<file path="src/common/axis_router_defs.svh">
`ifndef AXIS_ROUTER_DEFS_SVH
`define AXIS_ROUTER_DEFS_SVH

// Number of output channels behind the demux
`define AXR_CHANNELS 4

// Stream word width, also the header word width
`define AXR_DATA_WIDTH 32

// Entries per channel FIFO
`define AXR_FIFO_DEPTH 16

`endif
</file>
<file path="src/fifo/axis_chan_fifo.sv">
`timescale 1ns/1ps
`default_nettype none

`include "axis_router_defs.svh"

module axis_chan_fifo #(
    parameter int DEPTH = `AXR_FIFO_DEPTH
) (
    input  logic                        aclk,
    input  logic                        reset,

    input  logic                        s_tvalid,
    output logic                        s_tready,
    input  logic [`AXR_DATA_WIDTH-1:0]  s_tdata,
    input  logic                        s_tlast,

    output logic                        m_tvalid,
    input  logic                        m_tready,
    output logic [`AXR_DATA_WIDTH-1:0]  m_tdata,
    output logic                        m_tlast
);

    localparam int PTR_W = $clog2(DEPTH);
    localparam int CNT_W = $clog2(DEPTH + 1);

    logic [`AXR_DATA_WIDTH:0] mem [DEPTH];     // tlast in the top bit
    logic [PTR_W-1:0]         wr_ptr;
    logic [PTR_W-1:0]         rd_ptr;
    logic [CNT_W-1:0]         count;
    logic                     full;
    logic                     wr_en;
    logic                     rd_en;

    assign full     = (count == CNT_W'(DEPTH));
    assign m_tvalid = (count != '0);
    assign rd_en    = m_tvalid && m_tready;
    assign s_tready = !full || m_tready;      // Full but draining this cycle
    assign wr_en    = s_tvalid && s_tready;

    // Head word straight from the store
    assign {m_tlast, m_tdata} = mem[rd_ptr];

    always_ff @(posedge aclk) begin
        if (wr_en) begin
            mem[wr_ptr] <= {s_tlast, s_tdata};
        end
    end

    always_ff @(posedge aclk) begin
        if (reset) begin
            wr_ptr <= '0;
            rd_ptr <= '0;
            count  <= '0;
        end else begin
            if (wr_en) begin
                wr_ptr <= (wr_ptr == PTR_W'(DEPTH - 1)) ? '0 : wr_ptr + 1'b1;
            end
            if (rd_en) begin
                rd_ptr <= (rd_ptr == PTR_W'(DEPTH - 1)) ? '0 : rd_ptr + 1'b1;
            end
            case ({wr_en, rd_en})
                2'b10:   count <= count + 1'b1;
                2'b01:   count <= count - 1'b1;
                default: count <= count;
            endcase
        end
    end

endmodule

`default_nettype wire

</file>
<file path="config.mk">
export PLATFORM = sky130hd
export DESIGN_NAME = axis_chan_fifo
export DESIGN_NICKNAME = d
export VERILOG_FILES = /design/src/fifo/axis_chan_fifo.sv
export VERILOG_INCLUDE_DIRS = /design/src /design/src/common
export SDC_FILE = /design/constraint.sdc
export NUM_CORES = 1
export LEC_CHECK = 0
export BUFFER_PORTS_ARGS = -buffer_cell sky130_fd_sc_hd__buf_2
export CORE_MARGIN = 10
export CORE_UTILIZATION = 55
export CTS_BUF_LIST = sky130_fd_sc_hd__clkbuf_16
export DETAILED_ROUTE_END_ITERATION = 6
export PLACE_DENSITY = 0.75
export SETUP_SLACK_MARGIN = 0.5
export SLEW_MARGIN = 5
export SYNTH_ARGS = -nofsm -noshare
export SYNTH_HDL_FRONTEND = slang
export SYNTH_SLANG_ARGS = --single-unit
</file>
<file path="constraint.sdc">
create_clock -name aclk -period 3.6 [get_ports aclk]
set_input_delay 0.18 -clock aclk [delete_from_list [all_inputs] [get_ports aclk]]
set_output_delay 0.18 -clock aclk [all_outputs]
set_load 0.01 [all_outputs]
</file>
Yosys cells after proc, flatten, opt, wreduce, memory -nomap -nowiden --
Memories as Yosys holds them, arrays and structs flattened. A register that Yosys moved wholly into a read port is not among the register bits. Index checks and enable logic that the tools add are counted.
Cells by class: add/subtract/negate cells 4, order comparisons 0, mux-type cells 7, multiply operators 0, bitwise operators 0, divide/modulo/power cells 0, reductions and logical operators 6, eq/ne operators 5, shift operators 0
Operator list (number):
- 2-to-1 mux 4 bit | 4
- one-hot mux 5 bit (2 select lines) | 1
- adder 4 x 1 -> 4 bit (second input constant) | 2
- equality test 4 bit (second input constant) | 2
- adder 5 x 1 -> 5 bit (second input constant) | 1
- equality test 5 bit (second input constant) | 1
- nonzero test 5 bit | 1
- subtractor 5 x 1 -> 5 bit (second input constant) | 1
- equality test 2 x 1 -> 1 bit (second input constant) | 1
- equality test 2 bit (second input constant) | 1
- logical AND 1 bit | 2
- 2-to-1 mux 1 bit | 2
- nonzero test 2 bit | 1
- logical NOT 1 bit | 1
- logical OR 1 bit | 1
Word-level totals: input port bits 37, memories 1, bits in writable memories 528, latch bits 0, logic and storage cells 26, register bits after elaboration 13, output and inout port bits 35, memory bits (read-only) 0
Memory list:
- mem | words 16, bits a word 33, read ports 1, clocked after Yosys merged registers in 1, wr ports 1, RTL line axis_chan_fifo.sv:26 | logic [`AXR_DATA_WIDTH:0] mem [DEPTH];

Depth between registers and ports, before layout --
depth in word-level cells 6, depth in mapped cells 12, depth with buffers taken out 10

Worst setup path before layout --
OpenSTA, ideal clock, no wires.
path type flip-flop to flip-flop, from register count[1], to memory mem[3][0] (netlist name), enable pin, setup slack 65 ps, cell stages (with the launch flop) 5, setup time 464 ps, arrival 3070 ps, data required time 3136 ps, clock period less this slack 3535 ps, path buffers 1, path through dfxtp_1 > or4_1 > buf_6 > o211ai_2 > nor3_1
On the way: word-level cells in the longest chain between the ends 6
Ends and longest elaborated chain:
- from (decl) | RTL line axis_chan_fifo.sv:29 | logic [CNT_W-1:0] count;
- from (signal assigned) | RTL line axis_chan_fifo.sv:62 | 2'b10: count <= count + 1'b1;
- from (signal assigned) | RTL line axis_chan_fifo.sv:63 | 2'b01: count <= count - 1'b1;
- from (signal assigned) | RTL line axis_chan_fifo.sv:64 | default: count <= count;
- equality test 5 bit | RTL line axis_chan_fifo.sv:34 | assign full = (count == CNT_W'(DEPTH));
- logical NOT 1 bit | RTL line axis_chan_fifo.sv:37 | assign s_tready = !full || m_tready;
- logical OR 1 bit | RTL line axis_chan_fifo.sv:37
- logical AND 1 bit | RTL line axis_chan_fifo.sv:38 | assign wr_en = s_tvalid && s_tready;
- 2-to-1 mux 1 bit | RTL line axis_chan_fifo.sv:44 | if (wr_en) begin
- 2-to-1 mux 1 bit (implied by the code) | RTL line axis_chan_fifo.sv:45 | mem[wr_ptr] <= {s_tlast, s_tdata};
- to (decl) | RTL line axis_chan_fifo.sv:26
No other way between the ends.

Worst setup path after layout --
from register count[0], to register count[4]
On the way: word-level cells in the longest chain between the ends 6, elaborated cells between the ends (all ways) 12, those cells by class add/sub: 2; eq/ne: 3; mux: 1; reduce/logical: 6
Ends and longest elaborated chain:
- equality test 5 bit | RTL line axis_chan_fifo.sv:34
- logical NOT 1 bit | RTL line axis_chan_fifo.sv:37
- logical OR 1 bit | RTL line axis_chan_fifo.sv:37
- logical AND 1 bit | RTL line axis_chan_fifo.sv:38
- equality test 2 x 1 -> 1 bit / equality test 2 bit (equally long branches) | RTL line axis_chan_fifo.sv:61 | case ({wr_en, rd_en})
- one-hot mux 5 bit (2 select lines) / nonzero test 2 bit (equally long branches)
Several ways; a longest one is shown, not always the timed one. A chain may end at the register's enable or synchronous reset.

==> flow_summary.rst <==
.. list-table::
   :header-rows: 1

   * - Metric
     - Value
   * - RSZ-0062 raised after global routing
     - no
   * - Sequential area share after synthesis
     - 0.7803
   * - Main flop type after synthesis
     - edfxtp_1
   * - Cts bufs inserted
     - 52
   * - All-layer global routing usage
     - 0.1900
   * - # fillers
     - 2,501
   * - CTS Root Buffer Type
     - clkbuf_16
   * - Ratio of final minimum period to clock period
     - 0.7979
   * - Combined flip-flop and latch cell area
     - 0.01620 mm²
   * - Initial core utilization
     - 0.5536
   * - Largest fanout of any net on the critical path
     - 10
   * - Clock tree from TritonCTS
     - built
   * - Mean instance size in the synthesized netlist
     - 22.25 µm²
   * - Synth Area in XOR/XNOR
     - 0.002110
   * - Flip-flop and latch count after synthesis
     - 545
   * - Critical Path Stages
     - 10
   * - Number of cells traversed by the worst register-to-register path
     - 10
   * - Core Rows
     - 71
   * - Fraction of the mapped netlist area in simple logic gates
     - 0.02333
   * - Total count of hold-check failures in the final report
     - 0
   * - Synthesized net count
     - 979
   * - Synthesis Warnings
     - 0
   * - Static leakage
     - 0.007611 µW
   * - Rel. slew slack
     - 0.1955
   * - Die area
     - 0.04591 mm²
   * - Residual DRC count
     - 0
   * - Number of input and output port buffers inserted
     - 71
   * - Routed wire length
     - 43.52 mm
   * - Synth area leader
     - edfxtp_1
   * - Crit-path leading delay family
     - simple AND/OR/NAND/NOR gates
   * - Number of maximum-capacitance violations
     - 0
   * - Number of enable flip-flop cells after synthesis
     - 528
   * - Final-report max-slew violation count
     - 0
   * - Cell count after placement
     - 1,489
   * - Min cycle time layout
     - 2.872 ns
   * - Hold Crit Depth
     - 4
   * - Post-route setup TNS
     - 0 ns
   * - Multiplexer area fraction after synthesis
     - 0.1452
   * - Worst VDD drop
     - 0.4486 mV
   * - Number of sinks driven by the clock tree
     - 545
   * - Largest family of logic cells by synthesized area
     - multiplexers
   * - Clk Latency, worst-skew pair
     - 0.57 ns
   * - Instance count of the mapped netlist
     - 933
   * - Power per unit of standard cell area
     - 626.4 mW/mm²
   * - Total iterations of the first detailed-routing run
     - 5
   * - Main area contributors after synthesis
     - edfxtp_1 (76%), mux4_2 (14%), a22oi_1 (2.4%)
   * - CP Cell Sequence
     - or4_4, o21a_4, inv_2, ha_4, xor2_1, ha_1, a21oi_1, a221oi_2, or4b_1, nand3_1
   * - Antenna violation net count after detailed routing
     - 0
   * - Sum of buffers and inverters on the critical path
     - 1
   * - Buffer levels on the longest clock path
     - 3
   * - Area of the multi-input gates
     - 0.004392 mm²
   * - Vias/cell
     - 6.101
   * - Critical path data required time
     - 4.10 ns
   * - Pin count of the biggest net entering global routing
     - 55
   * - Final global-route overflow total
     - 0
   * - Antenna violations before repair
     - 3
   * - Worst Path Class, Setup
     - flop to flop
   * - Async set-reset flop share out of synthesis
     - 0
   * - Detailed placer's ending HPWL
     - 22.73 mm
   * - Result of the run
     - completed
   * - Setup crit start kind
     - flop
   * - Synth Cell Area
     - 0.02075 mm²
   * - Timing-limited maximum frequency
     - 0.3481 GHz
   * - Net count, final
     - 1,114
   * - Nature of the critical path endpoint
     - flop
   * - Post-synthesis compound-gate area fraction
     - 0.03129
   * - Transition at the pin with the smallest max-transition slack
     - 1.207 ns
   * - Data arrival time of the worst path
     - 3.37 ns
   * - Die X-Extent
     - 214.3 µm
   * - Post-synthesis to final-layout area growth
     - 14.38%
   * - Slowest cell on the critical path
     - or4_4
   * - Vias post-DR
     - 9,859
   * - Wire length of the first global-routing pass
     - 65.82 mm
   * - Final setup vio count
     - 0
   * - Layout cells sized above 1
     - 0.2958
   * - Placeable core area
     - 0.03749 mm²
   * - Number of global-route vias before repair
     - 10.39k
   * - Clock skew
     - 0.01111 ns
   * - Routability Congestion
     - 0.7194
   * - Synth top area share
     - 0.7639
   * - DRC violation total after the first TritonRoute iteration
     - 1,090
   * - Routed length per instance
     - 26.93 µm
   * - Clock edge transition at the registers on the reported setup and hold paths
     - 0.06 ns
   * - H-Tree Level Count
     - 2
   * - Critical Path Max Stage Delay
     - 0.61 ns
   * - Fraction of the mapped netlist area in adder cells
     - 0.005426
   * - Non-filler instance count after layout
     - 1,616
   * - Die Ht
     - 214.3 µm
   * - I/O pin total
     - 72
   * - Number of different library cells in the post-synthesis netlist
     - 47
   * - Class of the tightest hold or removal check
     - input port to flop
-- tightest hold or removal path: stages --
cell	delay [ns]
buf_2	0.13
o21ai_4	0.09
nand2_1	0.07
a21oi_1	0.07
-- synthesized netlist by cell type, types with 2 or more instances --
cell	count
buf_4	2
or3_1	2
nor3_1	3
or4_1	2
inv_2	2
nand2_1	39
nand3_1	3
mux2i_1	4
dfxtp_1	17
nor2b_1	4
a221oi_1	2
a21oi_1	6
xor2_1	4
nand2b_1	2
and3_1	13
inv_1	4
ha_1	9
clkbuf_1	19
a22oi_1	66
nor3b_1	2
mux4_2	132
buf_1	12
nor2_1	10
buf_6	2
o21ai_1	2
and2b_1	2
o21ai_0	4
edfxtp_1	528
and2_1	3
buf_2	16
-- path summary, 6_finish.rpt --
| kind | slack [ns] | startpoint | to |
|---|---|---|---|
| min | 0.03 | m_tready | flop |
| max reg2reg | 0.73 | count[0] | count[4] |
| max | 0.73 | count[0] | count[4] |
| min reg2reg | 0.51 | rd_ptr[0] | flop |
-- per-stage QoR --
| stage | total power, µW | cell area [µm²] | hold WS [ns] | worst slack, ns | utilization |
|---|---|---|---|---|---|
| detailed placement | 10170 | 21860 | 0.5063 | 0.3421 | 0.5832 |
| CTS | 14980 | 23710 | 0.007955 | 0.4928 | 0.6324 |
| global placement | 10100 | 21860 | 0.4956 | 0.4705 | 0.5832 |
| finish | 14870 | 23740 | 0.02901 | 0.7275 | 0.6332 |
| floorplan | 9382 | 20760 | 0.2789 | 0.7128 | - |
| global route | 15450 | 23740 | 0.05493 | 0.5444 | 0.6332 |
-- power by group --
group | total [µW] | internal (µW) | switching [µW]
combinational | 2760 | 1410 | 1340
sequential | 7340 | 7150 | 186
clock | 4780 | 2630 | 2140
total | 14900 | 11200 | 3670
-- cell families after synthesis --
kind of cell,Yosys count
DFF,545
muxes,136
and+or+nand+nor,94
AOI/OAI and AO/OA,87
buffers and inverters,57
adders and majority gates,9
xor gates and xnor gates,5
-- placed cells by master (no fill, tap or decap), types with 3 or more instances in the layout --
cell type,instances
edfxtp_1,528
mux4_2,132
buf_2,71
a22oi_1,66
clkbuf_16,53
nand2_1,39
dlygate4sd3_1,34
inv_1,20
buf_4,19
dfxtp_1,14
and3_2,13
clkinv_2,10
nor2_1,9
ha_1,8
clkinv_1,8
buf_12,8
a21oi_1,6
nor2b_4,4
xor2_1,4
mux2i_1,4
o21ai_0,4
diode_2,3
nand3_1,3
-- per-layer routing --
metal,up-vias,global-route usage,wire [µm]
met5,-,0,0
met4,0,0.05649,952
met3,68,0.03822,3477
met2,383,0.3166,22040
met1,5195,0.2503,17060
li1,4213,-,-
-- flip-flops by register name, summed over array words and instances, names as in the netlist, named ones only --
name,flops
wr_ptr,4
count,5
mem,528
rd_ptr,4
-- layout make-up --
class	count	area share
timing repair buffer	132	0.04206
antenna	3	0.0003162
clock buffer	53	0.05587
clock inverter	35	0.006272
inverter	6	0.0009487
multi-input combinational	331	0.1850
tap	511	0.02693
sequential	545	0.6826
-- timing repair --
item,4_1_cts,5_1_grt
setup buffers,1,1
gates cloned,0,0
pin swaps,0,3
endpoints found under the hold margin,534,0
hold buffers,34,0
endpoints found under the setup margin,5,1
gates resized for setup,2,3
Note: power is estimated with default switching activity, not from simulation.
