## src/common/axis_router_defs.svh

```systemverilog
`ifndef AXIS_ROUTER_DEFS_SVH
`define AXIS_ROUTER_DEFS_SVH

// Number of output channels behind the demux
`define AXR_CHANNELS 4

// Stream word width, also the header word width
`define AXR_DATA_WIDTH 32

// Entries per channel FIFO
`define AXR_FIFO_DEPTH 16

`endif
```

## src/common/axis_route_pkg.sv

```systemverilog
`default_nettype none

`include "axis_router_defs.svh"

package axis_route_pkg;

    typedef logic [$clog2(`AXR_CHANNELS)-1:0] chan_t;

    typedef enum logic {
        ARB_IDLE   = 1'b0,  // Choosing the next grant
        ARB_LOCKED = 1'b1   // Passing one packet through
    } arb_state_t;

endpackage

`default_nettype wire

```

## src/demux/axis_if_demux.sv

```systemverilog
`timescale 1ns/1ps
`default_nettype none

`include "axis_router_defs.svh"

module axis_if_demux #(
    parameter int CHANNEL_NUMBER = `AXR_CHANNELS
) (
    input  logic                        in_tvalid,
    output logic                        in_tready,
    input  logic [`AXR_DATA_WIDTH-1:0]  in_tdata,
    input  logic                        in_tlast,

    input  axis_route_pkg::chan_t       sel,

    output logic [CHANNEL_NUMBER-1:0]   out_tvalid,
    input  logic [CHANNEL_NUMBER-1:0]   out_tready,
    output logic [`AXR_DATA_WIDTH-1:0]  out_tdata [CHANNEL_NUMBER],
    output logic [CHANNEL_NUMBER-1:0]   out_tlast
);

    always_comb begin
        in_tready = out_tready[sel];

        // Idle channels see an all-zero bus
        for (int i = 0; i < CHANNEL_NUMBER; i++) begin
            out_tvalid[i] = 1'b0;
            out_tdata[i]  = '0;
            out_tlast[i]  = 1'b0;
        end

        out_tvalid[sel] = in_tvalid;
        out_tdata[sel]  = in_tdata;
        out_tlast[sel]  = in_tlast;
    end

endmodule

`default_nettype wire

```

## config.mk

```make
export PLATFORM = sky130hd
export DESIGN_NAME = axis_if_demux
export DESIGN_NICKNAME = d
export VERILOG_FILES = /design/src/common/axis_route_pkg.sv /design/src/demux/axis_if_demux.sv
export VERILOG_INCLUDE_DIRS = /design/src /design/src/common
export SDC_FILE = /design/constraint.sdc
export NUM_CORES = 1
export LEC_CHECK = 0
export BUFFER_PORTS_ARGS = -buffer_cell sky130_fd_sc_hd__buf_4
export CORE_AREA = 2 2 69 71
export DETAILED_ROUTE_END_ITERATION = 6
export DIE_AREA = 0 0 71 73
export PLACE_DENSITY = 0.76
export RECOVER_POWER = 100
export SETUP_SLACK_MARGIN = 0.4
export SLEW_MARGIN = 40
export SYNTH_ARGS = -nofsm -noshare
export SYNTH_HDL_FRONTEND = slang
export SYNTH_SLANG_ARGS = --single-unit
```

## constraint.sdc

```tcl
create_clock -name vclk -period 2.4
set_clock_uncertainty 0.15 [all_clocks]
set_input_delay 0.48 -clock vclk [all_inputs]
set_output_delay 0.48 -clock vclk [all_outputs]
set_load 0.01 [all_outputs]
```

---- After elaboration in Yosys (flattened, before gate mapping) ----
Cells that the tools add are included.
W data, S select, Z words.
cells by class
  $add $sub $neg .......................... 0
  multipliers ............................. 0
  div/mod/pow operators ................... 0
  order comparisons ....................... 4
  equality and inequality tests ........... 0
  shift operators ......................... 0
  mux-type cells .......................... 6
  bitwise gates (word level) .............. 4
  reductions and logical operators ........ 2
operators by type and width
  operator              number
  $and A128 B128 Y128   1
  $demux W32 S2         1
  $mux W32              1
  $and A4 B4 Y4         2
  $ge A3 B3 Y1 const B  1
  $lt A2 B3 Y1 const B  1
  $lt A3 B1 Y1 const B  1
  $not A2 Y3            1
  $bmux W1 S2           1
  $demux W1 S2          1
  $ge A2 B1 Y1 const B  1
  $logic_and A1 B1 Y1   2
  $mux W1               2
word-level totals
  flip-flop bits (word level) ............. 0
  latch bits .............................. 0
  RAM bits ................................ 0
  ROM bits ................................ 0
  input port bits ......................... 40
  output and inout bits ................... 137
  logic and storage cells ................. 16
  memories kept ........................... 0

---- Depth between registers and ports, before layout ----
Gate-level depths: netlist (run 1).
  depth after elaboration ................. 6
  gate-level depth with buffers ........... 4

---- Worst setup path after synthesis (run 1) ----
Ideal clock, no wire load.
  path type ............................... input-to-output
  from .................................... input sel[1]
  to ...................................... output out_tdata[100] (netlist bit)
  data arrival time ....................... 1.179 ns
  required time ........................... 1.770 ns
  setup slack ............................. 0.591 ns
  stages on the path ...................... 4
  cell sequence ........................... buf_6 -> buf_6 -> buf_6 -> nor3b_1
RTL lines
  item             RTL line             text
  start, declared  axis_if_demux.sv:14  input axis_route_pkg::chan_t sel,
  end, declared    axis_if_demux.sv:18  output logic [`AXR_DATA_WIDTH-1:0] out_tdata [CHANNEL_NUMBER],

---- Worst setup path after layout (run 1) ----
  from .................................... input sel[1]
  to ...................................... output out_tlast[2]
between the ends
  longest elaborated chain between the ends .. 5
  elaborated cells between the ends (all ways) .. 6
  those cells by class .................... order compare: 2; mux: 2; bitwise: 1; reduce/logical: 1
ends and longest elaborated chain
  item                                                                RTL line             text
  $lt A2 B3 Y1 (not written as such) or $ge A2 B1 Y1 (tied branches)  axis_if_demux.sv:34  out_tlast[sel] = in_tlast;
  $logic_and A1 B1 Y1 (not written as such)                           axis_if_demux.sv:34
  $mux W1 (not written as such)                                       axis_if_demux.sv:34
  $demux W1 S2 *                                                      axis_if_demux.sv:34
  $and A4 B4 Y4 (no line) *                                           --
  end, declared                                                       axis_if_demux.sv:19  output logic [CHANNEL_NUMBER-1:0] out_tlast
Mark *: on every way between the ends. The rest lies on a longest branch, timed or not.

==> out/metrics.csv, run 1 <==
metric;value;unit
DR WL/cell;14.57;µm
Die W;71;µm
outcome;complete, no violations;
Net Count, Synth;207;
max_cap viols;0;
number of setup buffers added after CTS;0;
worst-case vdd ir drop;72.33;µV
startpoint types;primary input;
synthesis warning total;0;
Max stage delay cell, worst path;sky130_fd_sc_hd__clkbuf_1;
total area of sequential cells;0;µm²
final cycle utilization of the critical path;85.20;%
cell repeated most along the worst path;sky130_fd_sc_hd__clkbuf_1;
register area share after synthesis;0;%
global-route wire length before repair;7638;µm
leakage dissipation;0.001162;µW
final core area utilization;46.40;%
combined area of all synthesized cells;1267;µm²
starting density of the core;27.94;%
final hold slack;1.162;ns
DIE AREA;5183;µm²
post-route setup slack;0.3551;ns
delay of the slowest critical-path stage;0.34;ns
number of global-route vias before repair;1448;
Final Hold Vio Count;0;
setup violation total in the final timing report;0;
worst slack after detailed placement;0.2458;ns
antenna diode count;0;
aggregate negative setup slack;0;ns
number of sequential cells in the layout;0;
sum of net half-perimeters after detailed placement;4113;µm
number of distinct library cell variants in the gate-level netlist after synthesis;8;
final global-route overflow total;0;
WS Path Type;in2out;
share of layout cells above drive strength 1;17.76;%
Vias;1799;
Max-slew headroom;75.36;%
TritonRoute pass-1 iters;4;
Area growth, synth to finish;66.04;%
Max FO, Critical Path;35;
Worst EP arrival;1.41;ns
unrepaired setup endpoints after global routing;false;
areal power density over the cells;163.3;nW/µm²
cells after synthesis;167;
type of the tightest min-delay check;in2out;
Detail Route Antenna Nets;0;
floorplan core area;4536;µm²
most frequent cells in the layout;sky130_fd_sc_hd__clkbuf_1 (129), sky130_fd_sc_hd__and3b_1 (68), sky130_fd_sc_hd__buf_4 (51), sky130_fd_sc_hd__and3_1 (34), sky130_fd_sc_hd__nor3b_1 (33);
critical-path cell list;buf_6 > clkbuf_1 > and3b_1 > clkbuf_1;
routed vias/inst;4.797;
initial antenna violation count;0;
max-slew violations;0;
post-cts hold buffer count;0;
net count reported at finish;363;
Post-Synthesis Mean Instance Area;7.590;µm²
I/O pin count;177;
Peak Freq;489.0;MHz
DR DRC count;0;
clk_buf instances;0;
pin count of the biggest net entering global routing;58;
actual slew at the worst max-slew pin;0.3696;ns
Total Wirelength;5463;µm
count of buffers from port buffering;177;
global-route usage over all layers;17.15;%
Std-Cell Rows;25;
CP Capture Type;output port;
most common cell after layout, fill and taps aside;sky130_fd_sc_hd__clkbuf_1;
y dimension of the die;73;µm
data required time at the worst endpoint;1.77;ns
initial DRC count;53;
post-route minimum period;2.045;ns
Routability Congestion;0.8078;
where the power goes:
group          switching [µW]  internal (µW)
clock network               0              0
registers                   0              0
logic                     184            159
total                     184            159
area by class of cell:
cell class,instances,area (µm²)
Tap cell,54,67.56
Timing Repair Buffer,184,945.9
Multi-Input combinational cell,137,1091
Fill cell,592,2431
synth_stat cells:
master	count	area [µm²]
sky130_fd_sc_hd__clkbuf_1	13	48.80
sky130_fd_sc_hd__nor3b_1	32	240.2
sky130_fd_sc_hd__and3b_1	68	595.6
sky130_fd_sc_hd__and3_1	34	212.7
sky130_fd_sc_hd__nor3b_2	2	25.02
sky130_fd_sc_hd__buf_2	11	55.05
sky130_fd_sc_hd__buf_6	6	67.56
sky130_fd_sc_hd__mux4_2	1	22.52
final timing paths:
check | depth (start not counted) | to | startpoint | slack, ns
min | 3 | out_tdata[30] | in_tdata[30] | 1.16
max | 4 | out_tlast[2] | sel[1] | 0.36
repair_timing:
item | 4_1_cts | 5_1_grt
cloned | 0 | 0
gates resized for setup | 4 | 1
setup endpoints to repair | 45 | 1
worst max-delay path, delay by kind of cell:
kind	cells	cell delay [ns]
AND/OR/NAND/NOR	1	0.21
buffers and inverters	3	0.71
metrics by stage:
step | std cells | cell area (µm²) | power, µW
4_1_cts | 375 | 2586 | 412.6
2_1_floorplan | 167 | 1267 | 193.9
3_5_place_dp | 375 | 2570 | 409.3
6_report | 375 | 2105 | 343.6
3_3_place_gp | 375 | 2570 | 402.9
5_1_grt | 375 | 2105 | 373.5
cells by family (layout without fill, tap and decap cells):
logic type | Yosys count | after routing | share of synthesized area [%]
buf+inv | 30 | 184 | 13.52
mux | 1 | 1 | 1.777
simple gates | 136 | 136 | 84.70
routing by layer:
layer / up-vias / GRT usage (%) / wire, µm
met5: - / 0 / 0
met2: 83 / 31.98 / 2636
met4: 0 / 0.6289 / 21
met3: 2 / 2.624 / 410
met1: 788 / 21.95 / 2394
li1: 926 / - / -
Note: power is estimated with default switching activity, not from simulation.
==> run 2: changes to the inputs <==
--- a/config.mk
+++ b/config.mk
@@ -11,7 +11,7 @@
 export DETAILED_ROUTE_END_ITERATION = 6
 export DIE_AREA = 0 0 71 73
 export PLACE_DENSITY = 0.76
-export RECOVER_POWER = 100
+export RECOVER_POWER = 25
 export SETUP_SLACK_MARGIN = 0.4
 export SLEW_MARGIN = 40
 export SYNTH_ARGS = -nofsm -noshare
==> out/metrics.csv, run 2 (synthesized netlist as in run 1, its figures left out) <==
metric;value;unit;change
Max-slew headroom;74.46;%;-0.90 points
WS Path Type;in2out;;
startpoint types;primary input;;
DR DRC count;0;;unchanged
Max stage delay cell, worst path;sky130_fd_sc_hd__clkbuf_1;;
worst-case vdd ir drop;78.52;µV;+8.6%
most frequent cells in the layout;sky130_fd_sc_hd__buf_4 (153), sky130_fd_sc_hd__and3b_1 (68), sky130_fd_sc_hd__and3_1 (34), sky130_fd_sc_hd__nor3b_1 (33), sky130_fd_sc_hd__clkbuf_1 (27);;
TritonRoute pass-1 iters;3;;-1
count of buffers from port buffering;177;;unchanged
Peak Freq;486.3;MHz;-0.56%
Total Wirelength;5359;µm;-1.9%
share of layout cells above drive strength 1;49.53;%;+32 points
clk_buf instances;0;;unchanged
CP Capture Type;output port;;
pin count of the biggest net entering global routing;58;;unchanged
DR WL/cell;14.29;µm;-1.9%
y dimension of the die;73;µm;unchanged
delay of the slowest critical-path stage;0.35;ns;about the same
sum of net half-perimeters after detailed placement;4113;µm;unchanged
max_cap viols;0;;unchanged
global-route usage over all layers;17.15;%;unchanged
Area growth, synth to finish;96.25;%;
area after detailed placement;2570;µm²;unchanged
cell repeated most along the worst path;sky130_fd_sc_hd__clkbuf_1;;
fill cell count;468;;-21%
most common cell after layout, fill and taps aside;sky130_fd_sc_hd__buf_4;;
Max FO, Critical Path;35;;unchanged
number of global-route vias before repair;1448;;unchanged
initial antenna violation count;0;;unchanged
type of the tightest min-delay check;in2out;;
post-route minimum period;2.056;ns;+0.01153 ns
floorplan core area;4536;µm²;unchanged
routed vias/inst;4.816;;+0.39%
Worst EP arrival;1.43;ns;+0.02 ns
outcome;complete, no violations;;
final cycle utilization of the critical path;85.68;%;+0.48 points
initial DRC count;67;;+26%
Routability Congestion;0.8078;;unchanged
Final Hold Vio Count;0;;unchanged
Vias;1806;;+0.39%
final cell area excluding filler cells;2487;µm²;+18%
Std-Cell Rows;25;;unchanged
global-route wire length before repair;7638;µm;unchanged
aggregate negative setup slack;0;ns;unchanged
antenna diode count;0;;unchanged
leakage dissipation;0.001581;µW;+36%
data required time at the worst endpoint;1.77;ns;about the same
Die W;71;µm;unchanged
total area of sequential cells;0;µm²;unchanged
Detail Route Antenna Nets;0;;unchanged
critical-path cell list;buf_6 > clkbuf_1 > and3b_1 > clkbuf_1;;
I/O pin count;177;;unchanged
DIE AREA;5183;µm²;unchanged
max-slew violations;0;;unchanged
starting density of the core;27.94;%;unchanged
Hold Path Stages;3;;unchanged
unrepaired setup endpoints after global routing;false;;
actual slew at the worst max-slew pin;0.3831;ns;+0.01343 ns
post-route setup slack;0.3436;ns;-0.01153 ns
final global-route overflow total;0;;unchanged
areal power density over the cells;159.9;nW/µm²;-2.1%
number of sequential cells in the layout;0;;unchanged
net count reported at finish;363;;unchanged
setup violation total in the final timing report;0;;unchanged
worst slack after detailed placement;0.2458;ns;unchanged
[run 2: changes by cell type in the layout (fill, tap and decap cells not counted), sizes merged]
cell	delta
buf	+102
clkbuf	-102
[run 2: layout make-up]
class                           instances  area [µm²]  area share (%)
Timing Repair Buffer                  184        1329           53.42
Multi-Input combinational cell        137        1091           43.86
Tap cell                               54       67.56           2.716
[run 2: path summary, 6_finish.rpt]
kind,endpoint,startpoint
worst max-delay path,out_tlast[2],sel[1]
worst min-delay path,out_tdata[48],in_tdata[16]
[run 2: through the flow]
step | hold slack [ns] | total power, µW | std cells | util, %
6_report | 1.153 | 397.7 | 375 | 54.84
5_1_grt | 1.165 | 428.6 | 375 | 54.84
4_1_cts | 1.152 | 412.6 | 375 | 57.02
3_5_place_dp | 1.152 | 409.3 | 375 | 56.66
3_3_place_gp | 1.149 | 402.9 | 375 | 56.66
2_1_floorplan | 0.9552 | 193.9 | 167 | -
[run 2: worst max-delay path: cells and delay by family]
| kind | cells | cell delay (ns) |
|---|---|---|
| AND/OR/NAND/NOR | 1 | 0.21 |
| buffers and inverters | 3 | 0.72 |
[run 2: per-layer routing]
metal / vias up / wire length, µm / GRT usage (%)
li1: 929 / - / -
met1: 788 / 2214 / 21.95
met2: 87 / 2685 / 31.98
met3: 2 / 437 / 2.624
met4: 0 / 21 / 0.6289
met5: - / 0 / 0
[run 2: what timing repair did]
item / in CTS / in global routing
setup buffers: 0 / 0
gates resized for setup: 4 / 1
hold buffers: 0 / 0
gates cloned: 0 / 0
pin swaps: 0 / 0
endpoints found under the setup margin: 45 / 1
[run 2: power breakdown]
part / total [µW] / internal, µW / switching (µW)
clock: 0 / 0 / 0
sequential: 0 / 0 / 0
combinational: 398 / 213 / 185
total: 398 / 213 / 185
==> run 3: changes to the inputs <==
--- a/config.mk
+++ b/config.mk
@@ -7,10 +7,11 @@
 export NUM_CORES = 1
 export LEC_CHECK = 0
 export BUFFER_PORTS_ARGS = -buffer_cell sky130_fd_sc_hd__buf_4
-export CORE_AREA = 2 2 69 71
+export CELL_PAD_IN_SITES_DETAIL_PLACEMENT = 1
+export CELL_PAD_IN_SITES_GLOBAL_PLACEMENT = 2
+export CORE_UTILIZATION = 14
 export DETAILED_ROUTE_END_ITERATION = 6
-export DIE_AREA = 0 0 71 73
-export PLACE_DENSITY = 0.76
+export PLACE_DENSITY_LB_ADDON = 0.1
 export RECOVER_POWER = 25
 export SETUP_SLACK_MARGIN = 0.4
 export SLEW_MARGIN = 40
==> out/metrics.csv, run 3 (synthesized netlist as in run 1, its figures left out) <==
metric;value;unit;change
outcome;complete, no violations;;
count of buffers from port buffering;177;;unchanged
pin count of the biggest net entering global routing;61;;+5.2%
clk_buf instances;0;;unchanged
sum of net half-perimeters after detailed placement;4524;µm;+10%
DR DRC count;0;;unchanged
worst slack after detailed placement;0.3100;ns;+0.06425 ns
post-route minimum period;2.106;ns;+0.04991 ns
startpoint types;primary input;;
DR WL/cell;13.94;µm;-2.5%
TritonRoute pass-1 iters;4;;+1
unrepaired setup endpoints after global routing;false;;
I/O pin count;177;;unchanged
net count reported at finish;362;;-0.28%
Die W;97.15;µm;+37%
areal power density over the cells;157.1;nW/µm²;-1.8%
worst-case vdd ir drop;55.35;µV;-30%
type of the tightest min-delay check;in2out;;
DIE AREA;9438;µm²;+82%
Max-slew headroom;72.15;%;-2.3 points
aggregate negative setup slack;0;ns;unchanged
Area growth, synth to finish;102.9;%;
post-cts hold buffer count;0;;unchanged
Power Internal;215.1;µW;+0.97%
starting density of the core;14.46;%;-13 points
share of layout cells above drive strength 1;51.56;%;+2.0 points
Worst EP arrival;1.48;ns;+0.05 ns
max-slew violations;0;;unchanged
final cycle utilization of the critical path;87.76;%;+2.1 points
most frequent cells in the layout;sky130_fd_sc_hd__buf_4 (156), sky130_fd_sc_hd__and3b_1 (68), sky130_fd_sc_hd__and3_1 (34), sky130_fd_sc_hd__nor3b_1 (33), sky130_fd_sc_hd__clkbuf_1 (20);;
antenna diode count;0;;unchanged
Final Hold Vio Count;0;;unchanged
final global-route overflow total;0;;unchanged
number of sequential cells in the layout;0;;unchanged
Power Total;403.9;µW;+1.6%
CP Capture Type;output port;;
leakage dissipation;0.001603;µW;+1.4%
global-route wire length before repair;9487;µm;+24%
Vias;1865;;+3.3%
Detail Route Antenna Nets;0;;unchanged
max_cap viols;0;;unchanged
part of the power in combinational logic;100.0;%;about the same
global-route usage over all layers;11.52;%;-5.6 points
clock network fraction of total power;0;%;unchanged
number of global-route vias before repair;1769;;+22%
routed vias/inst;4.357;;-9.5%
share of total power consumed by net switching;46.76;%;+0.31 points
Routability Congestion;0.7196;;-11%
setup violation total in the final timing report;0;;unchanged
Max FO, Critical Path;50;;+43%
post-route setup slack;0.2937;ns;-0.04991 ns
total area of sequential cells;0;µm²;unchanged
Peak Freq;474.8;MHz;-2.4%
Std-Cell Rows;34;;+36%
most common cell after layout, fill and taps aside;sky130_fd_sc_hd__buf_4;;
initial DRC count;28;;-58%
Total Wirelength;5965;µm;+11%
actual slew at the worst max-slew pin;0.4178;ns;+0.03477 ns
register share of total power;0;%;unchanged
Resized cells post-CTS;2;;-2
data required time at the worst endpoint;1.77;ns;about the same
floorplan core area;8763;µm²;+93%
WS Path Type;in2out;;
initial antenna violation count;0;;unchanged
Net Sw Power;188.9;µW;+2.2%
y dimension of the die;97.15;µm;+33%
number of setup buffers added after CTS;0;;unchanged
==> run 3: changes by cell type in the layout (fill, tap and decap cells not counted) <==
cell                       before  now
sky130_fd_sc_hd__clkbuf_2       0    1
sky130_fd_sc_hd__buf_4        153  156
sky130_fd_sc_hd__buf_12         2    3
sky130_fd_sc_hd__clkbuf_4       0    1
sky130_fd_sc_hd__buf_8          0    1
sky130_fd_sc_hd__clkbuf_1      27   20
sky130_fd_sc_hd__buf_16         1    0
==> run 3: routing by layer <==
metal	GRT usage, %	vias to the layer above	part of all wire, %
met3	2.086	2	8.0
met2	20.10	93	48
met5	0	-	0
met1	15.44	845	43
li1	-	925	-
met4	0.4592	0	0.49
==> run 3: power groups by stage <==
| stage | logic, µW | registers [µW] | clock network [µW] |
|---|---|---|---|
| floorplan | 194 | 0 | 0 |
| global placement | 420 | 0 | 0 |
| detailed placement | 422 | 0 | 0 |
| CTS | 424 | 0 | 0 |
| global route | 439 | 0 | 0 |
| finish | 404 | 0 | 0 |
==> run 3: path summary, 6_finish.rpt <==
| check | start | end | slack [ns] | cells after the start |
|---|---|---|---|---|
| setup / recovery | sel[0] | out_tdata[11] | 0.29 | 4 |
| hold / removal | in_tdata[20] | out_tdata[52] | 1.15 | 3 |
==> run 3: area by class of cell <==
class / count / area, µm²
tap: 108 / 135.1
fill: 1098 / 6192
timing repair buffer: 183 / 1345
multi-input combinational: 137 / 1091
==> run 3: critical path, stage by stage <==
cell and delay (ns):
sky130_fd_sc_hd__buf_8 0.16, sky130_fd_sc_hd__clkbuf_4 0.43, sky130_fd_sc_hd__and3_1 0.22, sky130_fd_sc_hd__clkbuf_1 0.16
==> run 3: per-stage QoR <==
| step | cell area (µm²) | std cells | hold slack, ns | util, % |
|---|---|---|---|---|
| 3_5_place_dp | 2655 | 428 | 1.154 | 30.30 |
| 6_report | 2571 | 428 | 1.153 | 29.34 |
| 3_3_place_gp | 2655 | 428 | 1.153 | 30.30 |
| 2_1_floorplan | 1267 | 167 | 0.9552 | - |
| 4_1_cts | 2663 | 428 | 1.154 | 30.38 |
| 5_1_grt | 2571 | 428 | 1.172 | 29.34 |
